**src/verilog/tama_pkg.sv**
```systemverilog
// tama core shared definitions
// bus word types, ROM load path constants and bridge register map

`default_nettype none

package tama_pkg;

  ////////////////////////////////////////////////////////////
  // bus and storage types

  typedef logic [31:0] bridge_addr_t;
  typedef logic [31:0] bridge_data_t;
  typedef logic [15:0] rom_word_t;
  typedef logic [12:0] rom_addr_t;
  typedef logic [11:0] rom_fetch_t;
  typedef logic [2:0] turbo_speed_t;
  typedef logic [1:0] lcd_mode_t;

  typedef enum logic [2:0] {
    reg_reset,
    reg_sound,
    reg_turbo,
    reg_lcd,
    reg_status,
    reg_rom,
    reg_none
  } reg_sel_e;

  // splitter sends the upper half first, the lower half waits one cycle
  typedef enum logic {
    split_idle,
    split_low_half
  } split_state_e;

  ////////////////////////////////////////////////////////////
  // load path and settings constants

  localparam int unsigned load_fifo_depth = 8;
  // top nibble of the bridge address selects the ROM region
  localparam logic [3:0] rom_region = 4'h1;
  localparam turbo_speed_t turbo_max = 3'd4;
  localparam int unsigned core_reset_cycles = 16;

  // counts up to the full depth, so one bit wider than a pointer
  typedef logic [$clog2(load_fifo_depth + 1)-1:0] load_count_t;
  typedef logic [$clog2(load_fifo_depth)-1:0] fifo_ptr_t;
  typedef logic [$clog2(core_reset_cycles + 1)-1:0] reset_count_t;

  // bridge register map
  localparam bridge_addr_t addr_reset = 32'h0;
  localparam bridge_addr_t addr_sound = 32'h10;
  localparam bridge_addr_t addr_turbo = 32'h100;
  localparam bridge_addr_t addr_lcd = 32'h200;
  localparam bridge_addr_t addr_status = 32'h300;

endpackage

`default_nettype wire

```
**src/verilog/bridge_regs.sv**
```systemverilog
// bridge settings registers
// address decode, mute and LCD settings, timed core reset
// and the read-data mux back to the host

`default_nettype none

module bridge_regs (
  input wire clk_74a,
  input wire pll_core_locked,
  input wire tama_pkg::bridge_addr_t bridge_addr,
  input wire bridge_wr,
  input wire tama_pkg::bridge_data_t bridge_wr_data,
  input wire tama_pkg::turbo_speed_t turbo_speed,
  input wire load_overflow,
  output tama_pkg::bridge_data_t bridge_rd_data,
  output logic rom_wr,
  output logic turbo_set,
  output tama_pkg::turbo_speed_t turbo_value,
  output logic sound_mute,
  output tama_pkg::lcd_mode_t lcd_mode,
  output logic core_reset
);
  import tama_pkg::*;

  reg_sel_e reg_sel;
  reset_count_t reset_count;

  // shared by reads and writes
  always_comb begin
    if (bridge_addr[31:28] == rom_region) begin
      reg_sel = reg_rom;
    end else begin
      case (bridge_addr)
        addr_reset: reg_sel = reg_reset;
        addr_sound: reg_sel = reg_sound;
        addr_turbo: reg_sel = reg_turbo;
        addr_lcd: reg_sel = reg_lcd;
        addr_status: reg_sel = reg_status;
        default: reg_sel = reg_none;
      endcase
    end
  end

  assign rom_wr = bridge_wr && (reg_sel == reg_rom);
  assign turbo_set = bridge_wr && (reg_sel == reg_turbo);
  assign turbo_value = bridge_wr_data[$bits(turbo_speed_t)-1:0];
  assign core_reset = (reset_count != '0);

  ////////////////////////////////////////////////////////////
  // settings and reset delay

  always_ff @(posedge clk_74a or negedge pll_core_locked) begin
    if (!pll_core_locked) begin
      sound_mute <= 1'b0;
      lcd_mode <= '0;
      reset_count <= '0;
    end else begin
      // a new write restarts the delay
      if (bridge_wr && reg_sel == reg_reset) begin
        reset_count <= reset_count_t'(core_reset_cycles);
      end else if (reset_count != '0) begin
        reset_count <= reset_count - 1'b1;
      end
      if (bridge_wr && reg_sel == reg_sound) begin
        sound_mute <= bridge_wr_data[0];
      end
      if (bridge_wr && reg_sel == reg_lcd) begin
        lcd_mode <= bridge_wr_data[$bits(lcd_mode_t)-1:0];
      end
    end
  end

  // unmapped and write-only addresses read as zero
  always_comb begin
    bridge_rd_data = '0;
    case (reg_sel)
      reg_sound: bridge_rd_data = bridge_data_t'(sound_mute);
      reg_turbo: bridge_rd_data = bridge_data_t'(turbo_speed);
      reg_lcd: bridge_rd_data = bridge_data_t'(lcd_mode);
      reg_status: bridge_rd_data = bridge_data_t'(load_overflow);
      default: bridge_rd_data = '0;
    endcase
  end

endmodule

`default_nettype wire

```
**config.mk**
```make
export PLATFORM = sky130hd
export DESIGN_NAME = bridge_regs
export DESIGN_NICKNAME = d
export VERILOG_FILES = /design/src/verilog/tama_pkg.sv /design/src/verilog/bridge_regs.sv
export SDC_FILE = /design/constraint.sdc
export NUM_CORES = 1
export LEC_CHECK = 0
export ABC_CLOCK_PERIOD_IN_PS = 2750
export BUFFER_PORTS_ARGS = -buffer_cell sky130_fd_sc_hd__buf_2
export CORE_MARGIN = 2
export CORE_UTILIZATION = 36
export DETAILED_ROUTE_END_ITERATION = 10
export PLACE_DENSITY = 0.85
export SYNTH_ARGS = -nofsm -noshare
export SYNTH_HDL_FRONTEND = slang
export SYNTH_SLANG_ARGS = --single-unit
```
**constraint.sdc**
```tcl
create_clock -name clk_74a -period 2.75 [get_ports clk_74a]
set_clock_uncertainty 0.05 [all_clocks]
set_input_delay 0.55 -clock clk_74a [delete_from_list [all_inputs] [get_ports clk_74a]]
set_output_delay 0.55 -clock clk_74a [all_outputs]
set_load 0.01 [all_outputs]
```
==> impl_metrics.toml <==
[global_routing]
gr-max-usage-layer = "met2"
use_met3 = 0.04378
global_route_wire_length_before_repair_um = 3229
maximum_number_of_pins_on_one_net_before_global_route_repair = 10
total_routing_usage_gr = 0.1263
initial_antenna_violation_count = 0
met2_usage = 0.2471
globalRouteOverflowTotal = 0
first_global_vias = 794
grt.met1_usage = 0.1294

[route]
dr_vias = 824
drt_iter0_markers = 10
drt_pre_antenna_iters = 4
drt_drc_violations_left = 0
wl_per_cell_um = 10.58
detail_route.wirelength_um = 1915
antenna_violating_nets_post_route = 0
post_drt_via_cell_ratio = 4.552

[placement]
detailedPlacementHpwl_um = 1754
number_of_input_and_output_port_buffers_inserted = 51
finalWeightedCongestion = 0.8003
placed_cells = 178

[yosys]
yosys-top-cells-area = "buf_4 24%, dfrtp_1 20%, nor4_4 8.6%"
post_synth.cell_area_avg_sq_um = 9.847
synth_ff_type = "dfrtp_1"
yosysTopAreaCell = "buf_4"
post_synth_num_cell_types = 30
synth_seq_cells = 8
synthCells = 100
ys_warn_count = 0
yosysTopAreaCellShare = 0.2440
yosysSeqAreaShare = 0.2033
synthesis.area_sq_um = 984.7
synth-async-reset-ratio = 1.000
synth_edf_count = 0

[sta]
final.hold.worst_slack_ns = 0.08179
setup_repair_after_global_routing_missed_its_margin = "false"
max_freq_mhz = 403.1
finalHoldViolations = 0
period_share = 0.9021
drv_slew = 0
fin_crit_ns = 2.481
setup_tns_ns = 0
timing.final.setup_violations = 0

[cells_and_area]
antenna_cells_inserted = 0
drive_gt1_frac = 0.4702
final_cells = 181
final.fill_count = 269
synthToLayoutAreaGrowth_pct = 19.06
final-seq-area_sq_um = 200.2
multiInputGateArea_sq_um = 638.1
design.final.nets = 226
layout.cells.most_common_list = "51 x buf_2, 29 x conb_1, 8 x dfrtp_1, 6 x nor2_1"
fin_util = 0.4607
layout_commonest_cell = "buf_2"

[floorplanning]
top_level_ports = 112
start_util = 0.3869
chipHeight_um = 56.30
chipWidth_um = 56.30
dieArea_sq_mm = 0.003170
placement_rows = 18
area_of_the_core_region_sq_mm = 0.002545

[clock_network]
cts-buffers-inserted = 3
cts_hold_buffers = 0
post_cts_setup_driven_buffer_insertion_count = 0
worst_skew_pair_latency_ns = 0.25
clkTransAtPathRegs_ns = 0.05
clock-sinks = 8
post_cts.resized_instances = 0
cts_tree = "done"
cts_root_buf = "clkbuf_4"
clock_tree.buffer_depth = 2
cts_max_level = 1

[outcome]
outcome = "complete, no violations"

[power]
worst_ir_drop_on_vdd_mv = 0.2711
p_leak_nw = 0.6342
power_density_mw_per_mm2 = 245.6
design_power_total_uw = 287.9

[worst_setup_path]
worstPathRequired_ns = 2.15
crit_chain = "buf_2, nor4b_2, a221oi_1, a311o_1, a211oi_1, buf_2"
path_buf_inv = 2
start_kind = "input port"
worst_setup_path_end_kind = "output pin"
crit_fanout = 3
critical_path.most_common_cell = "buf_2"
timing.critical_path.arrival_ns = 1.88
cpLargestDelayFamily = "compound AO/OA/AOI/OAI gates"
timing.critical_path.slowest_stage_cell = "nor4b_2"
timing.critical_path.slowest_cell_delay_ns = 0.37
worstSetupPathType = "input port to output pin"

[job]
drv.max_cap_violation_count = 0

[hold_path]
hold_path_class = "input port to async pin"
## final cells by class
class	count	share of cell area
multi-input combinational	85	0.5443
timing repair buffer	52	0.2241
sequential	8	0.1708
tap	30	0.03202
clock buffer	3	0.01921
inverter	3	0.009605
## path summary, 6_finish.rpt
path	start	endpoint	slack [ns]	cells past startpoint
worst max-delay path	bridge_addr[31]	bridge_rd_data[0]	0.27	6
worst min-delay path	pll_core_locked	reset_count[0]	0.08	1
worst max register to register	reset_count[0]	reset_count[3]	1.17	7
worst min register to register	lcd_mode[1]	lcd_mode[1]	0.46	1
max in group asynchronous	pll_core_locked	lcd_mode[1]	2.41	1
min in group clk_74a	lcd_mode[1]	lcd_mode[1]	0.46	1
## power breakdown
part | switching [mW] | internal (mW)
Combinational | 0.0511 | 0.0319
Sequential | 0.000000489 | 0.118
Clock | 0.0373 | 0.0498
## synthesized netlist by cell type, types with 2 or more instances
| master | instances |
|---|---|
| a21oi_1 | 2 |
| buf_4 | 32 |
| dfrtp_1 | 8 |
| ha_1 | 2 |
| inv_1 | 3 |
| mux2_1 | 3 |
| nand2_1 | 3 |
| nand2b_1 | 3 |
| nand4_4 | 2 |
| nor2_1 | 6 |
| nor2b_1 | 3 |
| nor3_1 | 4 |
| nor4_1 | 3 |
| nor4_2 | 4 |
| nor4_4 | 4 |
| nor4b_2 | 2 |
| xnor2_1 | 3 |
## cell families after synthesis
| kind of cell | Yosys count | share of synthesized area |
|---|---|---|
| AOI/OAI and AO/OA | 7 | 0.05465 |
| xor gates and xnor gates | 3 | 0.02669 |
| adders and majority gates | 2 | 0.02541 |
| buffers and inverters | 35 | 0.2554 |
| DFF | 8 | 0.2033 |
| muxes | 3 | 0.03431 |
| other | 1 | 0.003808 |
| and+or+nand+nor | 41 | 0.3965 |
## state kept, by name, summed over array words and instances, names as in the netlist
signal,flops
lcd_mode,2
reset_count,5
sound_mute,1
## metal layers
metal	routed length (um)	share of wire
met1	644	0.34
met2	1046	0.55
met3	224	0.12
met4	0	0
met5	0	0
## per-stage QoR
stage,area (sq um),worst slack (ns)
after global placement,1150,0.2576
after detailed placement,1150,0.2409
final,1172,0.2693
after CTS,1172,0.2400
after global routing,1172,0.1130
after floorplan,1090,0.5192
No activity file was read; power rests on OpenSTA's default activity.
