[config.mk]
export PLATFORM = sky130hd
export DESIGN_NAME = rom_load_fifo_flat
export DESIGN_NICKNAME = d
export VERILOG_FILES = /design/src/verilog/tama_pkg.sv /design/src/verilog/rom_load_if.sv /design/src/verilog/rom_load_fifo.sv /design/src/flat_wrapper.sv
export SDC_FILE = /design/constraint.sdc
export NUM_CORES = 1
export LEC_CHECK = 0
export BUFFER_PORTS_ARGS = -buffer_cell sky130_fd_sc_hd__buf_4
export CAP_MARGIN = 20
export CORE_MARGIN = 1.5
export CORE_UTILIZATION = 50
export DETAILED_ROUTE_END_ITERATION = 10
export HOLD_SLACK_MARGIN = 0.03
export PLACE_DENSITY = 0.81
export SYNTH_ARGS = -nofsm -noshare
export SYNTH_HDL_FRONTEND = slang
export SYNTH_SLANG_ARGS = --single-unit
[constraint.sdc]
create_clock -name clk_74a -period 2.85 [get_ports clk_74a]
set_input_delay 0.285 -clock clk_74a [delete_from_list [all_inputs] [get_ports clk_74a]]
set_output_delay 0.285 -clock clk_74a [all_outputs]
set_load 0.05 [all_outputs]
[src/verilog/tama_pkg.sv]
// tama core shared definitions
// bus word types, ROM load path constants and bridge register map

`default_nettype none

package tama_pkg;

  ////////////////////////////////////////////////////////////
  // bus and storage types

  typedef logic [31:0] bridge_addr_t;
  typedef logic [31:0] bridge_data_t;
  typedef logic [15:0] rom_word_t;
  typedef logic [12:0] rom_addr_t;
  typedef logic [11:0] rom_fetch_t;
  typedef logic [2:0] turbo_speed_t;
  typedef logic [1:0] lcd_mode_t;

  typedef enum logic [2:0] {
    reg_reset,
    reg_sound,
    reg_turbo,
    reg_lcd,
    reg_status,
    reg_rom,
    reg_none
  } reg_sel_e;

  // splitter sends the upper half first, the lower half waits one cycle
  typedef enum logic {
    split_idle,
    split_low_half
  } split_state_e;

  ////////////////////////////////////////////////////////////
  // load path and settings constants

  localparam int unsigned load_fifo_depth = 8;
  // top nibble of the bridge address selects the ROM region
  localparam logic [3:0] rom_region = 4'h1;
  localparam turbo_speed_t turbo_max = 3'd4;
  localparam int unsigned core_reset_cycles = 16;

  // counts up to the full depth, so one bit wider than a pointer
  typedef logic [$clog2(load_fifo_depth + 1)-1:0] load_count_t;
  typedef logic [$clog2(load_fifo_depth)-1:0] fifo_ptr_t;
  typedef logic [$clog2(core_reset_cycles + 1)-1:0] reset_count_t;

  // bridge register map
  localparam bridge_addr_t addr_reset = 32'h0;
  localparam bridge_addr_t addr_sound = 32'h10;
  localparam bridge_addr_t addr_turbo = 32'h100;
  localparam bridge_addr_t addr_lcd = 32'h200;
  localparam bridge_addr_t addr_status = 32'h300;

endpackage

`default_nettype wire

[src/verilog/rom_load_if.sv]
// ROM load word link
// one address/word pair per valid cycle, credit returned by the sink

`default_nettype none

interface rom_load_if;
  import tama_pkg::*;

  logic valid;
  rom_addr_t addr;
  rom_word_t data;
  // one-cycle pulse, one slot freed downstream
  logic credit;

  modport source(output valid, output addr, output data, input credit);

  modport sink(input valid, input addr, input data, output credit);

endinterface

`default_nettype wire

[src/verilog/rom_load_fifo.sv]
// ROM load FIFO
// eight-entry circular buffer of address/word pairs between the
// splitter and the ROM store, each pop is handed back upstream as a credit

`default_nettype none

module rom_load_fifo (
  input wire clk_74a,
  input wire pll_core_locked,
  rom_load_if.sink load_in,
  rom_load_if.source load_out
);
  import tama_pkg::*;

  rom_addr_t addr_mem[load_fifo_depth];
  rom_word_t data_mem[load_fifo_depth];
  fifo_ptr_t wr_ptr;
  fifo_ptr_t rd_ptr;
  load_count_t fill;
  logic pop;

  // upstream never pushes without a credit, so no full check here
  assign pop = load_out.credit && (fill != '0);
  assign load_in.credit = pop;

  // head entry
  assign load_out.valid = (fill != '0);
  assign load_out.addr = addr_mem[rd_ptr];
  assign load_out.data = data_mem[rd_ptr];

  always_ff @(posedge clk_74a or negedge pll_core_locked) begin
    if (!pll_core_locked) begin
      wr_ptr <= '0;
      rd_ptr <= '0;
      fill <= '0;
    end else begin
      if (load_in.valid) begin
        wr_ptr <= wr_ptr + 1'b1;
      end
      if (pop) begin
        rd_ptr <= rd_ptr + 1'b1;
      end
      fill <= fill + load_count_t'(load_in.valid) - load_count_t'(pop);
    end
  end

  always_ff @(posedge clk_74a) begin
    if (load_in.valid) begin
      addr_mem[wr_ptr] <= load_in.addr;
      data_mem[wr_ptr] <= load_in.data;
    end
  end

endmodule

`default_nettype wire

[src/flat_wrapper.sv]
// flat-port wrapper written by rule: the top's interface ports become plain ports
module rom_load_fifo_flat import tama_pkg::*;
  (clk_74a, pll_core_locked, load_in_valid, load_in_addr, load_in_data, load_in_credit, load_out_valid, load_out_addr, load_out_data, load_out_credit);
  rom_load_if load_in_i ();
  rom_load_if load_out_i ();
  input wire clk_74a;
  input wire pll_core_locked;
  input wire logic [$bits(load_in_i.valid)-1:0] load_in_valid;
  input wire logic [$bits(load_in_i.addr)-1:0] load_in_addr;
  input wire logic [$bits(load_in_i.data)-1:0] load_in_data;
  output wire logic [$bits(load_in_i.credit)-1:0] load_in_credit;
  output wire logic [$bits(load_out_i.valid)-1:0] load_out_valid;
  output wire logic [$bits(load_out_i.addr)-1:0] load_out_addr;
  output wire logic [$bits(load_out_i.data)-1:0] load_out_data;
  input wire logic [$bits(load_out_i.credit)-1:0] load_out_credit;
  assign load_in_i.valid = load_in_valid;
  assign load_in_i.addr = load_in_addr;
  assign load_in_i.data = load_in_data;
  assign load_in_credit = load_in_i.credit;
  assign load_out_valid = load_out_i.valid;
  assign load_out_addr = load_out_i.addr;
  assign load_out_data = load_out_i.data;
  assign load_out_i.credit = load_out_credit;
  rom_load_fifo u_core (.clk_74a(clk_74a), .pll_core_locked(pll_core_locked), .load_in(load_in_i), .load_out(load_out_i));
endmodule
==> flow_metrics.tcl <==
set metrics [dict create \
    outcome "finished with violations" \
    violations "design-rule violations" \
    fp.coreArea_mm2 0.01809 \
    ant_nets 0 \
    synth_seq_cells 242 \
    final_cell_mix "232 x edfxtp_1, 75 x buf_4, 58 x mux4_2" \
    cp_cell_sequence "buf_4 > mux4_2 > mux2_2 > buf_4" \
    syn-num-nets 431 \
    dpl_cell_area_mm2 0.01026 \
    start_util_pct 51.46 \
    final_common_cell "edfxtp_1" \
    setup_violations 0 \
    fin_crit_sh_pct 95.16 \
    area_delta_synth_final_pct 21.16 \
    tritoncts "done" \
    cts-root-buf "clkbuf_16" \
    totalWireLength_um 17350 \
    worstPathRequired_ns 2.57 \
    critPathMaxFanout 12 \
    clockBufferDepth 3 \
    diodes 0 \
    grt_max_degree 51 \
    die_x_um 139.4 \
    slew_headroom_pct 50.00 \
    htree_levels 1 \
    yosys_warnings 0 \
    syn_inst 390 \
    design.die.area_mm2 0.01944 \
    drc 4 \
    drive_gt1_share_pct 40.80 \
    ir_drop_uv 859.3 \
    synth_top_cell_by_area "edfxtp_1" \
    fin_area_mm2 0.01128 \
    pin_count 64 \
    total_leakage_power_nw 3.823 \
    first_iter_violations 385 \
    fin_util_pct 62.35 \
    grt_pass1_vias 4637 \
    clk_pin_slew_ns 0.06 \
    dr.pass1.iters 9 \
    synthesis.area_mm2 0.009308 \
    maxSlewViolCount 0 \
    fin_skew_ns 0.01541 \
    yosys-top-cells-area "edfxtp_1 75%, mux4_2 14%, dfrtp_1 2.7%, mux2_2 2.5%, mux2_4 1.6%" \
    critPathMostFrequentCell "buf_4" \
    numCtsBuffers 23 \
    cp-end-kind "primary output" \
    port_buffers 63 \
    fin_nets 553 \
    timing.hold.ws_ns 0.09357 \
    grt_pass1_wl_um 26950 \
    antenna_found_initial 0 \
    grt_overflow_total 0 \
    rsz0062_at_grt "no" \
    ys_seq_area_share_pct 77.54 \
    hold_path.class "input port to flip-flop" \
    period_needed_ns 2.712 \
    num_vias 4307 \
    setup_tns_ns 0 \
    finalHoldViolations 0 \
    maxCapViolations 0 \
    viasPerCell 5.697 \
    cp_slowest_cell "dfrtp_4" \
    cts_resized 0 \
    tightest_slew_ns 0.7475 \
    rows 49 \
    routedWlPerCell_um 22.95 \
    post-dp-hpwl_um 9950 \
    synth_cell_types 23 \
    p_per_area_mw_per_mm2 1110 \
    slowest_delay_ns 0.62 \
    critPathKind "flip-flop to primary output" \
    critPathLaunchType "flip-flop" \
    yosys.area.top_type_share_pct 74.85 \
    insertion_delay_ns 0.51 \
    die_h_um 139.4 \
    cts_sinks 242 \
    timing.fmax_mhz 368.7 \
    gp_congestion 0.7692 \
    grt_use_total_pct 18.49 \
    cp.arrival_ns 2.43 \
    syn_area_per_cell_um2 23.87 \
]
cells in the mapped netlist:
| cell type | instances |
|---|---|
| buf_2 | 6 |
| nand3_1 | 1 |
| fa_1 | 1 |
| inv_1 | 9 |
| buf_1 | 1 |
| clkbuf_1 | 7 |
| mux4_2 | 58 |
| nor2_1 | 6 |
| nand2_1 | 4 |
| mux2_4 | 10 |
| buf_12 | 2 |
| a21o_1 | 1 |
| nand2b_1 | 3 |
| dfrtp_1 | 10 |
| buf_6 | 1 |
| a21oi_1 | 1 |
| mux2_2 | 21 |
| xnor2_1 | 4 |
| edfxtp_1 | 232 |
| ha_1 | 7 |
| xor2_1 | 2 |
| nor3_1 | 2 |
| or3b_2 | 1 |
area by class of cell:
class	instances	area (um^2)
multi-input combinational	122	2013
clock inverter	14	105.1
tap	229	286.5
timing repair buffer	114	1028
sequential	242	7223
clock buffer	26	586.8
inverter	9	33.78
fill	1180	6809
cell families (layout without fill, tap and decap cells):
logic type	after synthesis	in the layout	synth area share [%]
xor+xnor	6	6	0.5646
buf+inv	26	163	1.559
mux	89	89	18.19
compound gates	2	2	0.1344
simple gates	17	17	0.8603
fa+ha+maj	8	8	1.156
flops	242	242	77.54
where the power goes:
part,internal [W],switching (W)
clock network,0.00157,0.00123
registers,0.00449,0.000337
logic,0.00209,0.00278
worst max-delay path, delay by kind of cell (launching register included):
| family | cells | cell delay (ns) |
|---|---|---|
| multiplexers | 2 | 0.84 |
| flip-flops | 1 | 0.62 |
| buffers and inverters | 2 | 0.47 |
timing repair:
item / CTS / global route
hold buffers: 31 / 0
setup endpoints to repair: 9 / 0
hold endpoints to repair: 243 / 0
buffers inserted: 1 / 0
worst paths after layout:
kind	startpoint	endpoint	slack, ns	depth (start not counted)
hold reg to reg	u_core.wr_ptr[1]	u_core.wr_ptr[1]	0.58	1
max in group asynchronous	pll_core_locked	u_core.rd_ptr[0]	2.55	2
hold / removal	load_out_credit	u_core.rd_ptr[2]	0.09	3
setup / recovery	u_core.rd_ptr[0]	load_out_data[6]	0.14	4
min in group asynchronous	pll_core_locked	u_core.fill[2]	0.14	2
setup reg to reg	u_core.fill[2]	u_core.fill[2]	0.33	11
stage by stage:
step / cells / power [W] / worst slack [ns]
CTS: 756 / 0.01265 / 0.1043
global placement: 684 / 0.009627 / 0.4523
global route: 756 / 0.01302 / 0.07020
floorplan: 390 / 0.008354 / 0.05446
detailed placement: 684 / 0.009746 / 0.3677
finish: 756 / 0.01252 / 0.1381
layer usage:
metal,track usage (%),up-vias,share of wire (%)
met5,0,-,0
met1,24.74,2276,41
met3,3.269,24,5.6
met4,4.703,0,1.6
met2,31.81,136,51
li1,-,1871,-
registers in the layout, summed over array words and instances, names as in the netlist:
signal,cells
u_core.data_mem,128
u_core.addr_mem,104
u_core.fill,4
u_core.rd_ptr,3
u_core.wr_ptr,3
Note: power is estimated with default switching activity, not from simulation.
