`config.mk`:
```
export PLATFORM = sky130hd
export DESIGN_NAME = turbo_control
export DESIGN_NICKNAME = d
export VERILOG_FILES = /design/src/verilog/tama_pkg.sv /design/src/verilog/turbo_control.sv
export SDC_FILE = /design/constraint.sdc
export NUM_CORES = 1
export LEC_CHECK = 0
export BUFFER_PORTS_ARGS = -buffer_cell sky130_fd_sc_hd__buf_2
export CAP_MARGIN = 20
export CORE_AREA = 5 5 42 44
export CTS_CLUSTER_DIAMETER = 50
export DETAILED_ROUTE_END_ITERATION = 16
export DIE_AREA = 0 0 47 49
export PLACE_DENSITY = 0.45
export SKIP_CTS_REPAIR_TIMING = 1
export SYNTH_ARGS = -nofsm -noshare
export SYNTH_HDL_FRONTEND = slang
export SYNTH_SLANG_ARGS = --single-unit
export TNS_END_PERCENT = 10
```
`constraint.sdc`:
```
create_clock -name clk_74a -period 2.3 [get_ports clk_74a]
set_input_delay 0.115 -clock clk_74a [delete_from_list [all_inputs] [get_ports clk_74a]]
set_output_delay 0.115 -clock clk_74a [all_outputs]
set_load 0.03 [all_outputs]
```
`src/verilog/tama_pkg.sv`:
```
// tama core shared definitions
// bus word types, ROM load path constants and bridge register map

`default_nettype none

package tama_pkg;

  ////////////////////////////////////////////////////////////
  // bus and storage types

  typedef logic [31:0] bridge_addr_t;
  typedef logic [31:0] bridge_data_t;
  typedef logic [15:0] rom_word_t;
  typedef logic [12:0] rom_addr_t;
  typedef logic [11:0] rom_fetch_t;
  typedef logic [2:0] turbo_speed_t;
  typedef logic [1:0] lcd_mode_t;

  typedef enum logic [2:0] {
    reg_reset,
    reg_sound,
    reg_turbo,
    reg_lcd,
    reg_status,
    reg_rom,
    reg_none
  } reg_sel_e;

  // splitter sends the upper half first, the lower half waits one cycle
  typedef enum logic {
    split_idle,
    split_low_half
  } split_state_e;

  ////////////////////////////////////////////////////////////
  // load path and settings constants

  localparam int unsigned load_fifo_depth = 8;
  // top nibble of the bridge address selects the ROM region
  localparam logic [3:0] rom_region = 4'h1;
  localparam turbo_speed_t turbo_max = 3'd4;
  localparam int unsigned core_reset_cycles = 16;

  // counts up to the full depth, so one bit wider than a pointer
  typedef logic [$clog2(load_fifo_depth + 1)-1:0] load_count_t;
  typedef logic [$clog2(load_fifo_depth)-1:0] fifo_ptr_t;
  typedef logic [$clog2(core_reset_cycles + 1)-1:0] reset_count_t;

  // bridge register map
  localparam bridge_addr_t addr_reset = 32'h0;
  localparam bridge_addr_t addr_sound = 32'h10;
  localparam bridge_addr_t addr_turbo = 32'h100;
  localparam bridge_addr_t addr_lcd = 32'h200;
  localparam bridge_addr_t addr_status = 32'h300;

endpackage

`default_nettype wire

```
`src/verilog/turbo_control.sv`:
```
// turbo speed control
// L1/R1 trigger edges step the speed, a bridge write sets it directly

`default_nettype none

module turbo_control (
  input wire clk_74a,
  input wire pll_core_locked,
  input wire trig_l1,
  input wire trig_r1,
  input wire turbo_set,
  input wire tama_pkg::turbo_speed_t turbo_value,
  output tama_pkg::turbo_speed_t turbo_speed
);
  import tama_pkg::*;

  logic l1_prev;
  logic r1_prev;
  logic l1_rise;
  logic r1_rise;

  assign l1_rise = trig_l1 && !l1_prev;
  assign r1_rise = trig_r1 && !r1_prev;

  always_ff @(posedge clk_74a or negedge pll_core_locked) begin
    if (!pll_core_locked) begin
      l1_prev <= 1'b0;
      r1_prev <= 1'b0;
      turbo_speed <= '0;
    end else begin
      l1_prev <= trig_l1;
      r1_prev <= trig_r1;
      // host write wins over buttons
      if (turbo_set) begin
        turbo_speed <= (turbo_value > turbo_max) ? turbo_max : turbo_value;
      end else if (r1_rise && !l1_rise && turbo_speed < turbo_max) begin
        turbo_speed <= turbo_speed + 1'b1;
      end else if (l1_rise && !r1_rise && turbo_speed != '0) begin
        turbo_speed <= turbo_speed - 1'b1;
      end
    end
  end

endmodule

`default_nettype wire

```
==> metrics.txt <==
# TYPE chip_impl_metric gauge
chip_impl_info{name="status",value="finished clean"} 1
chip_impl_metric{name="wire_length_per_cell_after_detailed_routing",unit="um"} 10.3
chip_impl_metric{name="number_of_distinct_library_cells_after_synthesis",unit=""} 20
chip_impl_metric{name="groute.usage.overall",unit="%"} 6.23
chip_impl_metric{name="depth_of_the_worst_register_to_register_path",unit=""} 5
chip_impl_info{name="critPathCaptureType",value="flip-flop"} 1
chip_impl_metric{name="finalSetupTns",unit="ns"} 0
chip_impl_metric{name="h-tree-depth",unit=""} 1
chip_impl_metric{name="final_critical_path_setup_slack",unit="ns"} 0.171
chip_impl_metric{name="maxSlewViolCount",unit=""} 0
chip_impl_info{name="path_delay_family",value="simple AND/OR/NAND/NOR gates"} 1
chip_impl_metric{name="gr-total-overflow",unit=""} 0
chip_impl_metric{name="cts_buffers",unit=""} 3
chip_impl_metric{name="via_per_inst",unit=""} 4.45
chip_impl_info{name="worstReg2RegStart",value="r1_prev$_DFF_PN0_"} 1
chip_impl_metric{name="fmaxAchievable",unit="MHz"} 470
chip_impl_info{name="worstHoldStart",value="trig_r1"} 1
chip_impl_metric{name="maxSlewHeadroom",unit="%"} 59.3
chip_impl_metric{name="post-route-drc-count",unit=""} 0
chip_impl_metric{name="worst-path-buf-inv",unit=""} 0
chip_impl_metric{name="antenna_found_initial",unit=""} 0
chip_impl_metric{name="reg2reg_setup_slack",unit="ns"} 0.17
chip_impl_info{name="critical_path.slowest_cell",value="sky130_fd_sc_hd__or4_1"} 1
chip_impl_info{name="crit_start",value="r1_prev$_DFF_PN0_"} 1
chip_impl_metric{name="grt_pass1_vias",unit=""} 256
chip_impl_metric{name="worstSetupPathDepth",unit=""} 5
chip_impl_metric{name="seq_area_frac_synth",unit="%"} 42.4
chip_impl_info{name="cts_tree",value="done"} 1
chip_impl_metric{name="final_antenna_net_count",unit=""} 0
chip_impl_metric{name="worst_slew_pin_tran",unit="ns"} 0.602
chip_impl_info{name="prevailing_post_synth_register_cell",value="sky130_fd_sc_hd__dfrtp_1"} 1
chip_impl_metric{name="post_synthesis_cell_count",unit=""} 29
chip_impl_metric{name="synth_top_cell_area_share",unit="%"} 42.4
chip_impl_metric{name="first_pass_grt_wire_length",unit="um"} 1010
chip_impl_metric{name="drv.max_cap_violation_count",unit=""} 0
chip_impl_metric{name="clkSlewWorstSetupHoldPaths",unit="ns"} 0.05
chip_impl_info{name="hold_class",value="primary input to flip-flop"} 1
chip_impl_metric{name="initial_core_util",unit="%"} 21.1
chip_impl_metric{name="final_layout_size_suffix_gt1_share",unit="%"} 34.1
chip_impl_metric{name="synth_area",unit="um2"} 295
chip_impl_metric{name="async_flop_share",unit="%"} 100
chip_impl_metric{name="die-area",unit="mm2"} 0.00230
chip_impl_info{name="worstSetupEndpoint",value="turbo_speed[2]$_DFFE_PN0P_"} 1
chip_impl_metric{name="number_of_synthesized_flops_with_an_enable_pin",unit=""} 0
chip_impl_metric{name="synth-seq-cells",unit=""} 5
chip_impl_metric{name="avgSynthCellArea",unit="um2"} 10.2
chip_impl_info{name="unrepaired_setup_endpoints_after_global_routing",value="false"} 1
chip_impl_metric{name="totalWireLength",unit="um"} 615
chip_impl_metric{name="nets",unit=""} 54
chip_impl_metric{name="io_pins",unit=""} 11
chip_impl_metric{name="required_time_at_the_endpoint_of_the_critical_path",unit="ns"} 2.45
chip_impl_metric{name="place.port_buffers",unit=""} 10
chip_impl_info{name="area_leader_netlist",value="sky130_fd_sc_hd__dfrtp_1"} 1
chip_impl_metric{name="timing.final.crit_period",unit="ns"} 2.13
chip_impl_metric{name="die_wd",unit="um"} 47
chip_impl_metric{name="synthToLayoutAreaGrowth",unit="%"} 37.7
chip_impl_metric{name="slowest_delay",unit="ns"} 0.53
chip_impl_metric{name="ys.warnings.count",unit=""} 0
chip_impl_metric{name="power_density",unit="mW/mm2"} 671
chip_impl_metric{name="maximum_number_of_pins_on_one_net_before_global_route_repair",unit=""} 7
chip_impl_info{name="synth.most_common_cell",value="sky130_fd_sc_hd__dfrtp_1"} 1
chip_impl_metric{name="post-route-period-util",unit="%"} 92.6
chip_impl_metric{name="die_height",unit="um"} 49
chip_impl_metric{name="insertedDiodeCount",unit=""} 0
chip_impl_info{name="r2r_end",value="turbo_speed[2]$_DFFE_PN0P_"} 1
chip_impl_metric{name="std_cell_rows",unit=""} 14
chip_impl_info{name="crit_path_cell_trace",value="nand2b_4 > or3_1 > fa_1 > or4_1 > a41oi_1"} 1
chip_impl_metric{name="power_leakage",unit="nW"} 0.192
chip_impl_metric{name="worst_supply_voltage_drop_on_vdd",unit="mV"} 0.445
chip_impl_metric{name="core_region_area",unit="mm2"} 0.00140
chip_impl_metric{name="worst-endpoint-arrival",unit="ns"} 2.28
chip_impl_info{name="setup.worst_path.class",value="flip-flop to flip-flop"} 1
chip_impl_metric{name="gpl.final_weighted_congestion",unit=""} 0.724
chip_impl_info{name="clock-root-buffer",value="sky130_fd_sc_hd__clkbuf_4"} 1
chip_impl_metric{name="number_of_hold_violations_in_the_final_report",unit=""} 0
chip_impl_metric{name="cts_sinks",unit=""} 5
chip_impl_metric{name="drt-pass1-iter-count",unit=""} 4
chip_impl_metric{name="routed-via-count",unit=""} 267
chip_impl_metric{name="place_worst_setup_slack",unit="ns"} 0.196
chip_impl_metric{name="drt_first_iter_violations",unit=""} 4
chip_impl_metric{name="max-clock-path-buffers",unit=""} 2
chip_impl_metric{name="clkLatencyLatePin",unit="ns"} 0.24
chip_impl_metric{name="worst_clk_skew",unit="ns"} 0.00413
chip_impl_metric{name="syn-num-nets",unit=""} 38
chip_impl_info{name="netlist_top_cells_area",value="sky130_fd_sc_hd__dfrtp_1 42%, sky130_fd_sc_hd__fa_1 6.8%, sky130_fd_sc_hd__nand2b_4 4.7%"} 1
chip_impl_metric{name="critical_path.max_fanout",unit=""} 5
chip_impl_info{name="post_synth_most_frequent_cells",value="5 x sky130_fd_sc_hd__dfrtp_1, 3 x sky130_fd_sc_hd__nor2_1, 2 x sky130_fd_sc_hd__inv_1, 2 x sky130_fd_sc_hd__nand2_1, 2 x sky130_fd_sc_hd__o21ai_0"} 1
chip_impl_info{name="worst_setup_path_start_kind",value="flip-flop"} 1
chip_impl_metric{name="final-setup-viol-count",unit=""} 0
## registers in the layout, summed over array words and instances, names as in the netlist
register and flops:
r1_prev 1, turbo_speed 3, l1_prev 1
## stage by stage
step / cells / power (W) / hold slack [ns] / cell area (um2) / utilization, %
final: 60 / 0.000273 / 0.0241 / 407 / 29.0
after global routing: 60 / 0.000296 / 0.00767 / 407 / 29.0
after CTS: 58 / 0.000277 / -0.336 / 387 / 27.6
after detailed placement: 54 / 0.000170 / -0.0698 / 360 / 25.7
after global placement: 54 / 0.000171 / -0.0664 / 360 / 25.7
after floorplan: 29 / 0.000147 / -0.181 / 295 / -
## metal layers
metal | wire (um) | global-route usage [%] | vias up
li1 | - | - | 137
met5 | 0 | 0 | -
met1 | 278 | 6.71 | 123
met4 | 0 | 1.38 | 0
met2 | 303 | 9.05 | 7
met3 | 34 | 5.54 | 0
## power breakdown
part           internal [W]  switching [W]  total (W)
logic             0.0000275      0.0000354  0.0000629
registers         0.0000967      0.0000112   0.000108
clock network     0.0000656      0.0000363   0.000102
total              0.000190      0.0000829   0.000273
## cells by family (layout without fill, tap and decap cells)
family,Yosys count,count (layout),share of synthesized area (%)
AND/OR/NAND/NOR,13,13,28.8
AO/OA/AOI/OAI,7,7,17.8
flip-flops,5,5,42.4
buffers and inverters,3,18,4.24
adder cells (fa/ha/maj),1,1,6.78
## how the worst min path moves through the flow
stage / endpoint / slack (ns) / depth (start not counted)
detailed placement: turbo_speed[0]$_DFFE_PN0P_ / -0.07 / 1
CTS: r1_prev$_DFF_PN0_ / -0.34 / 1
floorplan: l1_prev$_DFF_PN0_ / -0.18 / 0
finish: r1_prev$_DFF_PN0_ / 0.02 / 1
global placement: turbo_speed[0]$_DFFE_PN0P_ / -0.07 / 1
global route: r1_prev$_DFF_PN0_ / 0.008 / 1
## placed cells by master, fill, tap and decap left out, types with 2 or more instances in the layout
cell type                       instances
sky130_fd_sc_hd__nand2_1                2
sky130_fd_sc_hd__nor2_1                 3
sky130_fd_sc_hd__clkbuf_4               3
sky130_fd_sc_hd__buf_2                 10
sky130_fd_sc_hd__dlygate4sd3_1          2
sky130_fd_sc_hd__inv_1                  2
sky130_fd_sc_hd__dfrtp_1                5
sky130_fd_sc_hd__o21ai_0                2
## final cells by class
class / instances / area (um2)
Clock buffer: 4 / 26.3
Fill cell: 161 / 995
Inverter: 2 / 7.51
Multi-Input combinational cell: 21 / 158
Sequential cell: 5 / 125
Tap cell: 16 / 20.0
Timing Repair Buffer: 12 / 70.1
Power figures use the tool's default switching activity.
