File: config.mk
export PLATFORM = sky130hd
export DESIGN_NAME = rom_word_splitter_flat
export DESIGN_NICKNAME = d
export VERILOG_FILES = /design/src/verilog/tama_pkg.sv /design/src/verilog/rom_load_if.sv /design/src/verilog/rom_word_splitter.sv /design/src/flat_wrapper.sv
export SDC_FILE = /design/constraint.sdc
export NUM_CORES = 1
export LEC_CHECK = 0
export BUFFER_PORTS_ARGS = -buffer_cell sky130_fd_sc_hd__buf_4
export CAP_MARGIN = 15
export CORE_ASPECT_RATIO = 1.5
export CORE_MARGIN = 2
export CORE_UTILIZATION = 53
export CTS_CLUSTER_SIZE = 16
export DETAILED_ROUTE_END_ITERATION = 12
export HOLD_SLACK_MARGIN = 0.02
export PLACE_DENSITY = 0.85
export SETUP_SLACK_MARGIN = 0.05
export SLEW_MARGIN = 20
export SYNTH_ARGS = -nofsm -noshare
export SYNTH_HDL_FRONTEND = slang
export SYNTH_SLANG_ARGS = --single-unit
File: constraint.sdc
create_clock -name clk_74a -period 5.6 [get_ports clk_74a]
set_clock_uncertainty 0.15 [all_clocks]
set_input_delay 0.28 -clock clk_74a [delete_from_list [all_inputs] [get_ports clk_74a]]
set_output_delay 0.28 -clock clk_74a [all_outputs]
set_load 0.01 [all_outputs]
File: src/verilog/tama_pkg.sv
// tama core shared definitions
// bus word types, ROM load path constants and bridge register map

`default_nettype none

package tama_pkg;

  ////////////////////////////////////////////////////////////
  // bus and storage types

  typedef logic [31:0] bridge_addr_t;
  typedef logic [31:0] bridge_data_t;
  typedef logic [15:0] rom_word_t;
  typedef logic [12:0] rom_addr_t;
  typedef logic [11:0] rom_fetch_t;
  typedef logic [2:0] turbo_speed_t;
  typedef logic [1:0] lcd_mode_t;

  typedef enum logic [2:0] {
    reg_reset,
    reg_sound,
    reg_turbo,
    reg_lcd,
    reg_status,
    reg_rom,
    reg_none
  } reg_sel_e;

  // splitter sends the upper half first, the lower half waits one cycle
  typedef enum logic {
    split_idle,
    split_low_half
  } split_state_e;

  ////////////////////////////////////////////////////////////
  // load path and settings constants

  localparam int unsigned load_fifo_depth = 8;
  // top nibble of the bridge address selects the ROM region
  localparam logic [3:0] rom_region = 4'h1;
  localparam turbo_speed_t turbo_max = 3'd4;
  localparam int unsigned core_reset_cycles = 16;

  // counts up to the full depth, so one bit wider than a pointer
  typedef logic [$clog2(load_fifo_depth + 1)-1:0] load_count_t;
  typedef logic [$clog2(load_fifo_depth)-1:0] fifo_ptr_t;
  typedef logic [$clog2(core_reset_cycles + 1)-1:0] reset_count_t;

  // bridge register map
  localparam bridge_addr_t addr_reset = 32'h0;
  localparam bridge_addr_t addr_sound = 32'h10;
  localparam bridge_addr_t addr_turbo = 32'h100;
  localparam bridge_addr_t addr_lcd = 32'h200;
  localparam bridge_addr_t addr_status = 32'h300;

endpackage

`default_nettype wire

File: src/verilog/rom_load_if.sv
// ROM load word link
// one address/word pair per valid cycle, credit returned by the sink

`default_nettype none

interface rom_load_if;
  import tama_pkg::*;

  logic valid;
  rom_addr_t addr;
  rom_word_t data;
  // one-cycle pulse, one slot freed downstream
  logic credit;

  modport source(output valid, output addr, output data, input credit);

  modport sink(input valid, input addr, input data, output credit);

endinterface

`default_nettype wire

File: src/verilog/rom_word_splitter.sv
// ROM word splitter
// turns one 32-bit bridge write into two byte-swapped 16-bit ROM words,
// sent upper half first, as long as the load FIFO has room for both

`default_nettype none

module rom_word_splitter (
  input wire clk_74a,
  input wire pll_core_locked,
  input wire rom_wr,
  input wire tama_pkg::bridge_addr_t bridge_addr,
  input wire tama_pkg::bridge_data_t bridge_wr_data,
  rom_load_if.source load_out,
  output logic load_overflow
);
  import tama_pkg::*;

  split_state_e state;
  load_count_t credit_count;
  load_count_t credit_avail;
  rom_addr_t word_addr;
  rom_addr_t low_addr;
  rom_word_t low_data;
  logic accept;

  // byte address to word address, upper bits dropped
  assign word_addr = bridge_addr[$bits(rom_addr_t):1];

  // the word on the link this cycle already spends a credit
  assign credit_avail = credit_count + load_count_t'(load_out.credit)
                        - load_count_t'(load_out.valid);

  assign accept = rom_wr && (state == split_idle) && (credit_avail >= load_count_t'(2));

  always_ff @(posedge clk_74a or negedge pll_core_locked) begin
    if (!pll_core_locked) begin
      state <= split_idle;
      credit_count <= load_count_t'(load_fifo_depth);
      load_out.valid <= 1'b0;
      load_overflow <= 1'b0;
    end else begin
      credit_count <= credit_count + load_count_t'(load_out.credit)
                      - load_count_t'(load_out.valid);
      if (accept) begin
        state <= split_low_half;
        load_out.valid <= 1'b1;
      end else if (state == split_low_half) begin
        state <= split_idle;
        load_out.valid <= 1'b1;
      end else begin
        load_out.valid <= 1'b0;
      end
      // sticky until reset
      if (rom_wr && !accept) begin
        load_overflow <= 1'b1;
      end
    end
  end

  ////////////////////////////////////////////////////////////
  // payload, lower half parked while the upper half goes out

  always_ff @(posedge clk_74a) begin
    if (accept) begin
      load_out.addr <= word_addr;
      load_out.data <= {bridge_wr_data[23:16], bridge_wr_data[31:24]};
      low_addr <= word_addr + 1'b1;
      low_data <= {bridge_wr_data[7:0], bridge_wr_data[15:8]};
    end else if (state == split_low_half) begin
      load_out.addr <= low_addr;
      load_out.data <= low_data;
    end
  end

endmodule

`default_nettype wire

File: src/flat_wrapper.sv
// flat-port wrapper written by rule: the top's interface ports become plain ports
module rom_word_splitter_flat import tama_pkg::*;
  (clk_74a, pll_core_locked, rom_wr, bridge_addr, bridge_wr_data, load_overflow, load_out_valid, load_out_addr, load_out_data, load_out_credit);
  rom_load_if load_out_i ();
  input wire clk_74a;
  input wire pll_core_locked;
  input wire rom_wr;
  input wire tama_pkg::bridge_addr_t bridge_addr;
  input wire tama_pkg::bridge_data_t bridge_wr_data;
  output logic load_overflow;
  output wire logic [$bits(load_out_i.valid)-1:0] load_out_valid;
  output wire logic [$bits(load_out_i.addr)-1:0] load_out_addr;
  output wire logic [$bits(load_out_i.data)-1:0] load_out_data;
  input wire logic [$bits(load_out_i.credit)-1:0] load_out_credit;
  assign load_out_valid = load_out_i.valid;
  assign load_out_addr = load_out_i.addr;
  assign load_out_data = load_out_i.data;
  assign load_out_i.credit = load_out_credit;
  rom_word_splitter u_core (.clk_74a(clk_74a), .pll_core_locked(pll_core_locked), .rom_wr(rom_wr), .bridge_addr(bridge_addr), .bridge_wr_data(bridge_wr_data), .load_out(load_out_i), .load_overflow(load_overflow));
endmodule
==> results of run 1 <==
routing by layer:
layer	part of all wire (%)	global-route usage, %	vias to the layer above
met4	2.6	10.7	0
li1	-	-	786
met2	56	37.6	56
met1	36	21.1	780
met3	5.5	6.57	14
met5	0	0	-
metrics by stage:
step	hold WS [ns]	utilization, %	instances	area, µm²	total power, W
6_report	0.0657	76.8	332	3720	0.00218
3_3_place_gp	-0.0535	69.0	298	3340	0.00176
2_1_floorplan	-0.166	-	154	2690	0.00148
4_1_cts	0.0476	76.8	332	3720	0.00220
3_5_place_dp	-0.0493	69.0	298	3340	0.00180
5_1_grt	0.0847	76.8	332	3720	0.00231
worst paths after layout:
kind	start	endpoint	slack, ns	cells after the start
setup / recovery	u_core.load_out.valid$_DFF_PN0_	u_core.load_out.addr[6]$_DFFE_PP_	2.38	9
hold / removal	rom_wr	u_core.load_overflow$_DFFE_PN0P_	0.07	3
setup reg to reg	u_core.load_out.valid$_DFF_PN0_	u_core.load_out.addr[6]$_DFFE_PP_	2.38	9
hold reg to reg	u_core.low_addr[1]$_DFFE_PP_	u_core.load_out.addr[1]$_DFFE_PP_	0.38	1
max in group asynchronous	pll_core_locked	u_core.credit_count[3]$_DFF_PN1_	4.93	2
min in group asynchronous	pll_core_locked	u_core.credit_count[0]$_DFF_PN0_	0.15	2
layout by cell type (no fill, tap or decap):
master and n:
a21o_1 1, a21oi_1 3, and3_1 3, and3_4 1
and4_1 1, buf_4 81, bufinv_16 1, clkbuf_1 2
clkbuf_8 11, clkinv_1 1, clkinv_2 1, dfrtp_1 6
dfstp_2 1, dlygate4sd3_1 18, edfxtp_1 58, fa_1 1
ha_1 5, inv_1 9, inv_2 1, mux2_1 4
mux2_2 25, nand2_1 5, nand3_1 4, nand4_1 2
nor2_1 4, nor2b_1 1, o41ai_4 1, or2_2 1
or4_1 1, xnor2_1 9, xor2_1 4
where the power goes:
part | switching, W | internal (W) | total, W
Clock | 0.000161 | 0.000228 | 0.000389
Combinational | 0.000450 | 0.000397 | 0.000847
Sequential | 0.0000715 | 0.000871 | 0.000942
critical path, stage by stage (launching register included):
cell,delay [ns]
dfrtp_1,0.39
ha_1,0.29
inv_1,0.06
ha_1,0.15
inv_1,0.05
fa_1,0.48
inv_1,0.08
or4_1,0.55
a21o_1,0.42
buf_4,0.32
cell type report:
cell class	instances	share of cell area, %
Inverter	10	1.01
Timing Repair Buffer	99	21.2
Sequential cell	65	51.5
Clock inverter	3	1.04
Clock buffer	13	4.27
Tap cell	66	2.22
Multi-Input combinational cell	76	18.8
registers in the layout, indices dropped and copies added (netlist names):
name / cells
u_core.credit_count: 4
u_core.load_out.addr: 13
u_core.load_out.data: 16
u_core.load_out.valid: 1
u_core.load_overflow: 1
u_core.low_addr: 13
u_core.low_data: 16
u_core.state: 1
cells by family (layout without fill, tap and decap cells):
logic type / Yosys count / count (layout)
AO/OA/AOI/OAI: 5 / 5
XOR/XNOR: 13 / 13
adder cells (fa/ha/maj): 6 / 6
buffers and inverters: 13 / 125
flip-flops: 65 / 65
multiplexers: 29 / 29
AND/OR/NAND/NOR: 23 / 23
repair_timing:
item                      4_1_cts  5_1_grt
gates resized for setup         0        0
hold endpoints to repair       24        0
hold buffers                   18        0
==> run metrics, run 1 <==
mux share of post-synthesis cell area=around 12%; Rel. slew slack=56.5%; initial DRC count=39; Post-Syn Area=0.00269 mm²; via count=1636; Reg area=0.00192 mm²; DR DRC count=0; Worst VDD drop=0.000349 V; Sink Count=65; ys async rst share=approximately 11%; Routed wire per std cell=16.1 µm; vias per cell=between 4 and 5; Critical Path RT=5.52 ns; Clock transition at path regs=0.06 ns; RSZ-0062 raised after global routing=false; Top Ports=99; # port buffers=79; max-slew violation count=0; Site Rows=31; Post-synth EDFFs=58; fin crit period=3.22 ns; Crit. End Element=flip-flop; number of global-route vias before repair=1787; clock buffer depth=2; HP Class=input port to flip-flop; Synth area leaders=edfxtp_1 65%, mux2_2 10%, dfrtp_1 5.6%, xnor2_1 2.9%, ha_1 2.3%; Filler cells=312; post-synth top area cell=edfxtp_1; Final WS setup=about 2.4 ns; antenna viol nets, final=0; Avg Inst Size Synth=between 15 and 20 µm²; Clock Tree Root=clkbuf_8; Post-Syn Nets=228; Worst Max-Slew Pin Slew=0.651 ns; htree depth=3; Yosys warning count=0; final setup fails=0; largest net degree at the start of global routing=31; CTS tree=yes; status=completed; Nets=335; Post-Synth Adder-Cell Area=3.07%; Congestion Overflow GR=0; WS Path Type=flip-flop to flip-flop; cell with the most instances after synthesis=edfxtp_1; CP Max Fanout=16; Tcrit/Tclk final=a little under three fifths; synthesis-to-layout area growth=38.5%; post-DP HPWL=between 3000 and 4000 µm; Skew-Pair Late Insertion Delay=between 0.3 and 0.4 ns; Power Dens Cells=about 590 mW/mm²; Leak=roughly 1.5 nW; setup tns final=0 ns; Total GRT Usage=20.7%; Synth Area in Simple Gates=between 4 and 5%; core area=between 0.004 and 0.005 mm²; arrival time worst endpoint=3.14 ns; post-synthesis sequential area ratio=71.4%; number of hold violations in the final report=0; first-pass GRT wire length=about 8700 µm; Max-cap violations=0; Initial Utilization=between 50 and 60%; antenna diode count=0; top_reg_cell synth=edfxtp_1; Synth top cells by count=58 x edfxtp_1, 25 x mux2_2, 10 x inv_1, 9 x xnor2_1, 6 x dfrtp_1; Post-Synth XOR/XNOR Area=about 4.2%; total CTS buffers=9; gp weighted congestion=around 0.74; Multi-input gate area=about 700 µm²; share of cells above drive strength 1=~47%; die extent in x=62.1 µm; fmax=311 MHz; Synth Area in Compound Gates=1.86%; first drt pass iteration count=4; largest family of logic cells by synthesized area=multiplexers; number of setup buffers added after CTS=0; share of the synthesized area in the top cell type=64.8%; #FFs+latches synth=65; synthesized instance count=154; pre-CTS worst setup slack=2.37 ns; CP Launch Type=flip-flop; overall die height=91.2 µm; final wirelength=~5400 µm; Die Footprint=0.00567 mm²; initial antenna violation count=0; Synth cell types=24
Note: power is estimated with default switching activity, not from simulation.
==> inputs of run 2 (changes only) <==
--- a/config.mk
+++ b/config.mk
@@ -5,15 +5,16 @@
 export SDC_FILE = /design/constraint.sdc
 export NUM_CORES = 1
 export LEC_CHECK = 0
+export ABC_AREA = 1
 export BUFFER_PORTS_ARGS = -buffer_cell sky130_fd_sc_hd__buf_4
 export CAP_MARGIN = 15
 export CORE_ASPECT_RATIO = 1.5
 export CORE_MARGIN = 2
-export CORE_UTILIZATION = 53
+export CORE_UTILIZATION = 45
 export CTS_CLUSTER_SIZE = 16
 export DETAILED_ROUTE_END_ITERATION = 12
 export HOLD_SLACK_MARGIN = 0.02
-export PLACE_DENSITY = 0.85
+export PLACE_DENSITY = 0.76
 export SETUP_SLACK_MARGIN = 0.05
 export SLEW_MARGIN = 20
 export SYNTH_ARGS = -nofsm -noshare
==> constraint.sdc (replaced) <==
create_clock -name clk_74a -period 2.8 [get_ports clk_74a]
set_clock_uncertainty 0.15 [all_clocks]
set_input_delay 0.14 -clock clk_74a [delete_from_list [all_inputs] [get_ports clk_74a]]
set_output_delay 0.14 -clock clk_74a [all_outputs]
set_load 0.01 [all_outputs]
==> run 2 against run 1 <==
Net effect: wire length is 22% higher; flip-flop and latch count stayed put; area after synthesis is 6.4% higher; critical path type unchanged; first-iteration DRC count is 120% higher; highest routed layer unchanged; critical endpoint is now u_core.load_out.addr[3]$_DFFE_PP_.
==> run metrics, run 2 <==
top_reg_cell synth=edfxtp_1; CP most frequent cell=inv_1; first-pass GRT wire length=10000 µm (+15%); status=completed; Top Registers=u_core.load_out.data (16), u_core.low_data (16); RR Endpoint=u_core.load_out.addr[3]$_DFFE_PP_; number of hold violations in the final report=0 (unchanged); setup tns final=0 ns (unchanged); Int Pwr=0.00296 W (+98%); Clock Tree Root=clkbuf_8; Synth cell types=24 (unchanged); critical path's top delay family=adder cells; Avg Inst Size Synth=11.9 µm² (-32%); CP Launch Type=flip-flop; Post-Syn Nets=314 (+38%); slowest stage cell, crit path=dfrtp_1; #FFs+latches synth=65 (unchanged); core area=0.00613 mm² (+26%); post-synthesis sequential area ratio=67.1% (-4.3 points); total CTS buffers=9 (unchanged); initial antenna violation count=1 (+1); Worst Max-Slew Pin Slew=0.372 ns (-0.279 ns); Multi-input gate area=800 µm² (+15%); Die Footprint=0.00702 mm² (+24%); final wirelength=6540 µm (+22%); Initial Utilization=46.6% (-8.8 points); number of global-route vias before repair=2219 (+24%); RSZ-0062 raised after global routing=false; Rel. slew slack=75.2% (+19 points); antenna viol nets, final=0 (unchanged); Tcrit/Tclk final=93.0% (+36 points); Reg area=0.00192 mm² (unchanged); critical-path cell list=ha_1, inv_1, ha_1, inv_1, fa_1, inv_1, nand2_1, nand2_1, nor2_1, nand3_2, nand2_2, nand2_2, buf_4; cell with the most instances after synthesis=nand2_1; Sw Pwr=0.00171 W (+150%); Crit. End Element=flip-flop; Clock transition at path regs=0.07 ns (about the same); worst reg-to-reg path cell count=13 (+4); fin area=0.00424 mm² (+14%); Filler cells=459 (+47%); synthesis-to-layout area growth=48.4%; Total GRT Usage=18.8% (-1.9 points); gp weighted congestion=0.763 (+3.6%); share of cells above drive strength 1=32.6% (-14 points); commonest non-fill, non-tap cells in the layout=87 x buf_4, 79 x nand2_1, 58 x edfxtp_1; # port buffers=79 (unchanged); Routed wire per std cell=14.2 µm (-12%); Post-synth EDFFs=58 (unchanged); Max-cap violations=0 (unchanged); most common cell after layout, fill and taps aside=buf_4; Worst VDD drop=0.000745 V (+110%); clock buffer depth=2 (unchanged); CTS tree=yes; post-cts sizing count=0 (unchanged); Leak=1.91 nW (+25%); switching share of power=36.7% (+5.3 points); final setup fails=0 (unchanged); clock power share=16.2% (-1.7 points); Synth top cells by count=80 x nand2_1, 58 x edfxtp_1, 21 x nand3_1, 17 x inv_1, 12 x nand3_2; R2R setup slack=0.20 ns (-2.19 ns); fmax=384 MHz (+23%); vias per cell=4.78 (-2.9%); htree depth=3 (unchanged); hold buffer count at CTS=50 (+32); first drt pass iteration count=4 (unchanged); final core utilization=69.2% (-7.6 points); Synth area leaders=edfxtp_1 61%, nand2_1 11%, dfrtp_1 5.3%, nand3_2 4.2%, nand3_1 3.7%; Combinational Power Share=43.9% (+5.0 points); HP Class=input port to async pin; DR DRC count=0 (unchanged); post-synth top area cell=edfxtp_1; Sequential Power Share=39.9% (-3.4 points); ys async rst share=10.8% (unchanged); Nets=454 (+36%); synthesized instance count=240 (+56%); die extent in x=69.1 µm (+11%); arrival time worst endpoint=2.47 ns (-0.67 ns); post-DP HPWL=4280 µm (+18%); Buf+Inv Stages, Crit Path=4 (unchanged); share of the synthesized area in the top cell type=60.9% (-3.9 points); Yosys warning count=0 (unchanged); initial DRC count=86 (+120%); area post-placement=0.00355 mm² (+6.3%); Skew-Pair Late Insertion Delay=0.34 ns (about the same); reg2reg start=u_core.load_out.valid$_DFF_PN0_; largest net degree at the start of global routing=30 (-3.2%); Post-Syn Area=0.00286 mm² (+6.4%); WHS=0.143 ns (+0.0771 ns); overall die height=102 µm (+11%); via count=2196 (+34%); WS Path Type=flip-flop to flip-flop; CP Max Fanout=20 (+4); Congestion Overflow GR=0 (unchanged); Top Ports=99 (unchanged); number of setup buffers added after CTS=0 (unchanged); fin crit period=2.60 ns (-0.611 ns); Site Rows=35 (+13%); Sink Count=65 (unchanged); Critical Path RT=2.67 ns (-2.85 ns); Power Dens Cells=1100 mW/mm² (+88%); max-slew violation count=0 (unchanged); biggest cell delay along the critical path=0.40 ns (-0.15 ns)
==> run 2: changes by cell type after synthesis, sizes merged, moves of 5 or more <==
cell   before  now
buf         3    8
inv        10   19
mux2       29    0
nand2       5   83
nand3       4   33
nor2        4    9
xnor2       9    3
==> run 2: power by group through the flow <==
stage / logic [W] / registers [W] / clock network [W]
finish: 0.00205 / 0.00187 / 0.000756
global route: 0.00225 / 0.00191 / 0.000806
CTS: 0.00206 / 0.00186 / 0.000761
detailed placement: 0.00199 / 0.00188 / 0
global placement: 0.00192 / 0.00186 / 0
floorplan: 0.00117 / 0.00199 / 0
==> run 2: cell families (layout without fill, tap and decap cells) <==
| group | count (synthesis) | count (layout) | synth area share, % |
|---|---|---|---|
| AND/OR/NAND/NOR | 130 | 130 | 21.5 |
| flip-flops | 65 | 65 | 67.1 |
| buffers and inverters | 28 | 172 | 5.12 |
| other | 0 | 1 | 0 |
| XOR/XNOR | 11 | 11 | 3.37 |
| adder cells (fa/ha/maj) | 6 | 6 | 2.89 |
==> run 2: layout make-up <==
class                   instances  share of cell area (%)
flip-flops and latches         65                    45.2
repair buffers                138                    27.7
multi-input cells             147                    18.8
clock buffers                   9                    2.92
well taps                      74                    2.18
inverters                      19                    1.68
clock inverters                 6                    1.42
diodes                          1                  0.0590
==> run 2: how the worst max path moves through the flow <==
stage / from / cells past startpoint / to / slack, ns
after floorplan: u_core.load_out.valid$_DFF_PN0_ / 13 / u_core.load_out.addr[0]$_DFFE_PP_ / 0.06
after global placement: u_core.load_out.valid$_DFF_PN0_ / 13 / u_core.load_out.data[1]$_DFFE_PP_ / 0.28
after detailed placement: u_core.load_out.valid$_DFF_PN0_ / 11 / u_core.load_out.data[3]$_DFFE_PP_ / 0.22
after CTS: u_core.load_out.valid$_DFF_PN0_ / 12 / u_core.load_out.data[15]$_DFFE_PP_ / 0.22
after global routing: u_core.load_out.valid$_DFF_PN0_ / 12 / u_core.load_out.addr[4]$_DFFE_PP_ / 0.07
final: u_core.load_out.valid$_DFF_PN0_ / 13 / u_core.load_out.addr[3]$_DFFE_PP_ / 0.20
==> run 2: worst register-to-register path, delay by kind of cell, from the launching register on <==
| family | cells | cell delay, ns |
|---|---|---|
| fa+ha+maj | 3 | 0.83 |
| buf+inv | 4 | 0.46 |
| simple gates | 6 | 0.44 |
| flops | 1 | 0.40 |
==> run 2: routing by layer <==
layer | track usage [%] | vias up | wire length (µm)
met1 | 19.0 | 1042 | 2330
met2 | 36.5 | 61 | 3810
met3 | 3.38 | 12 | 243
li1 | - | 1081 | -
met4 | 9.80 | 0 | 152
met5 | 0 | - | 0
==> run 2: stage by stage <==
stage                     cells  total power [W]  worst slack, ns
after floorplan             240          0.00316           0.0634
after global placement      393          0.00378            0.279
after detailed placement    393          0.00387            0.218
after CTS                   458          0.00468            0.224
after global routing        459          0.00497           0.0665
final                       459          0.00467            0.196
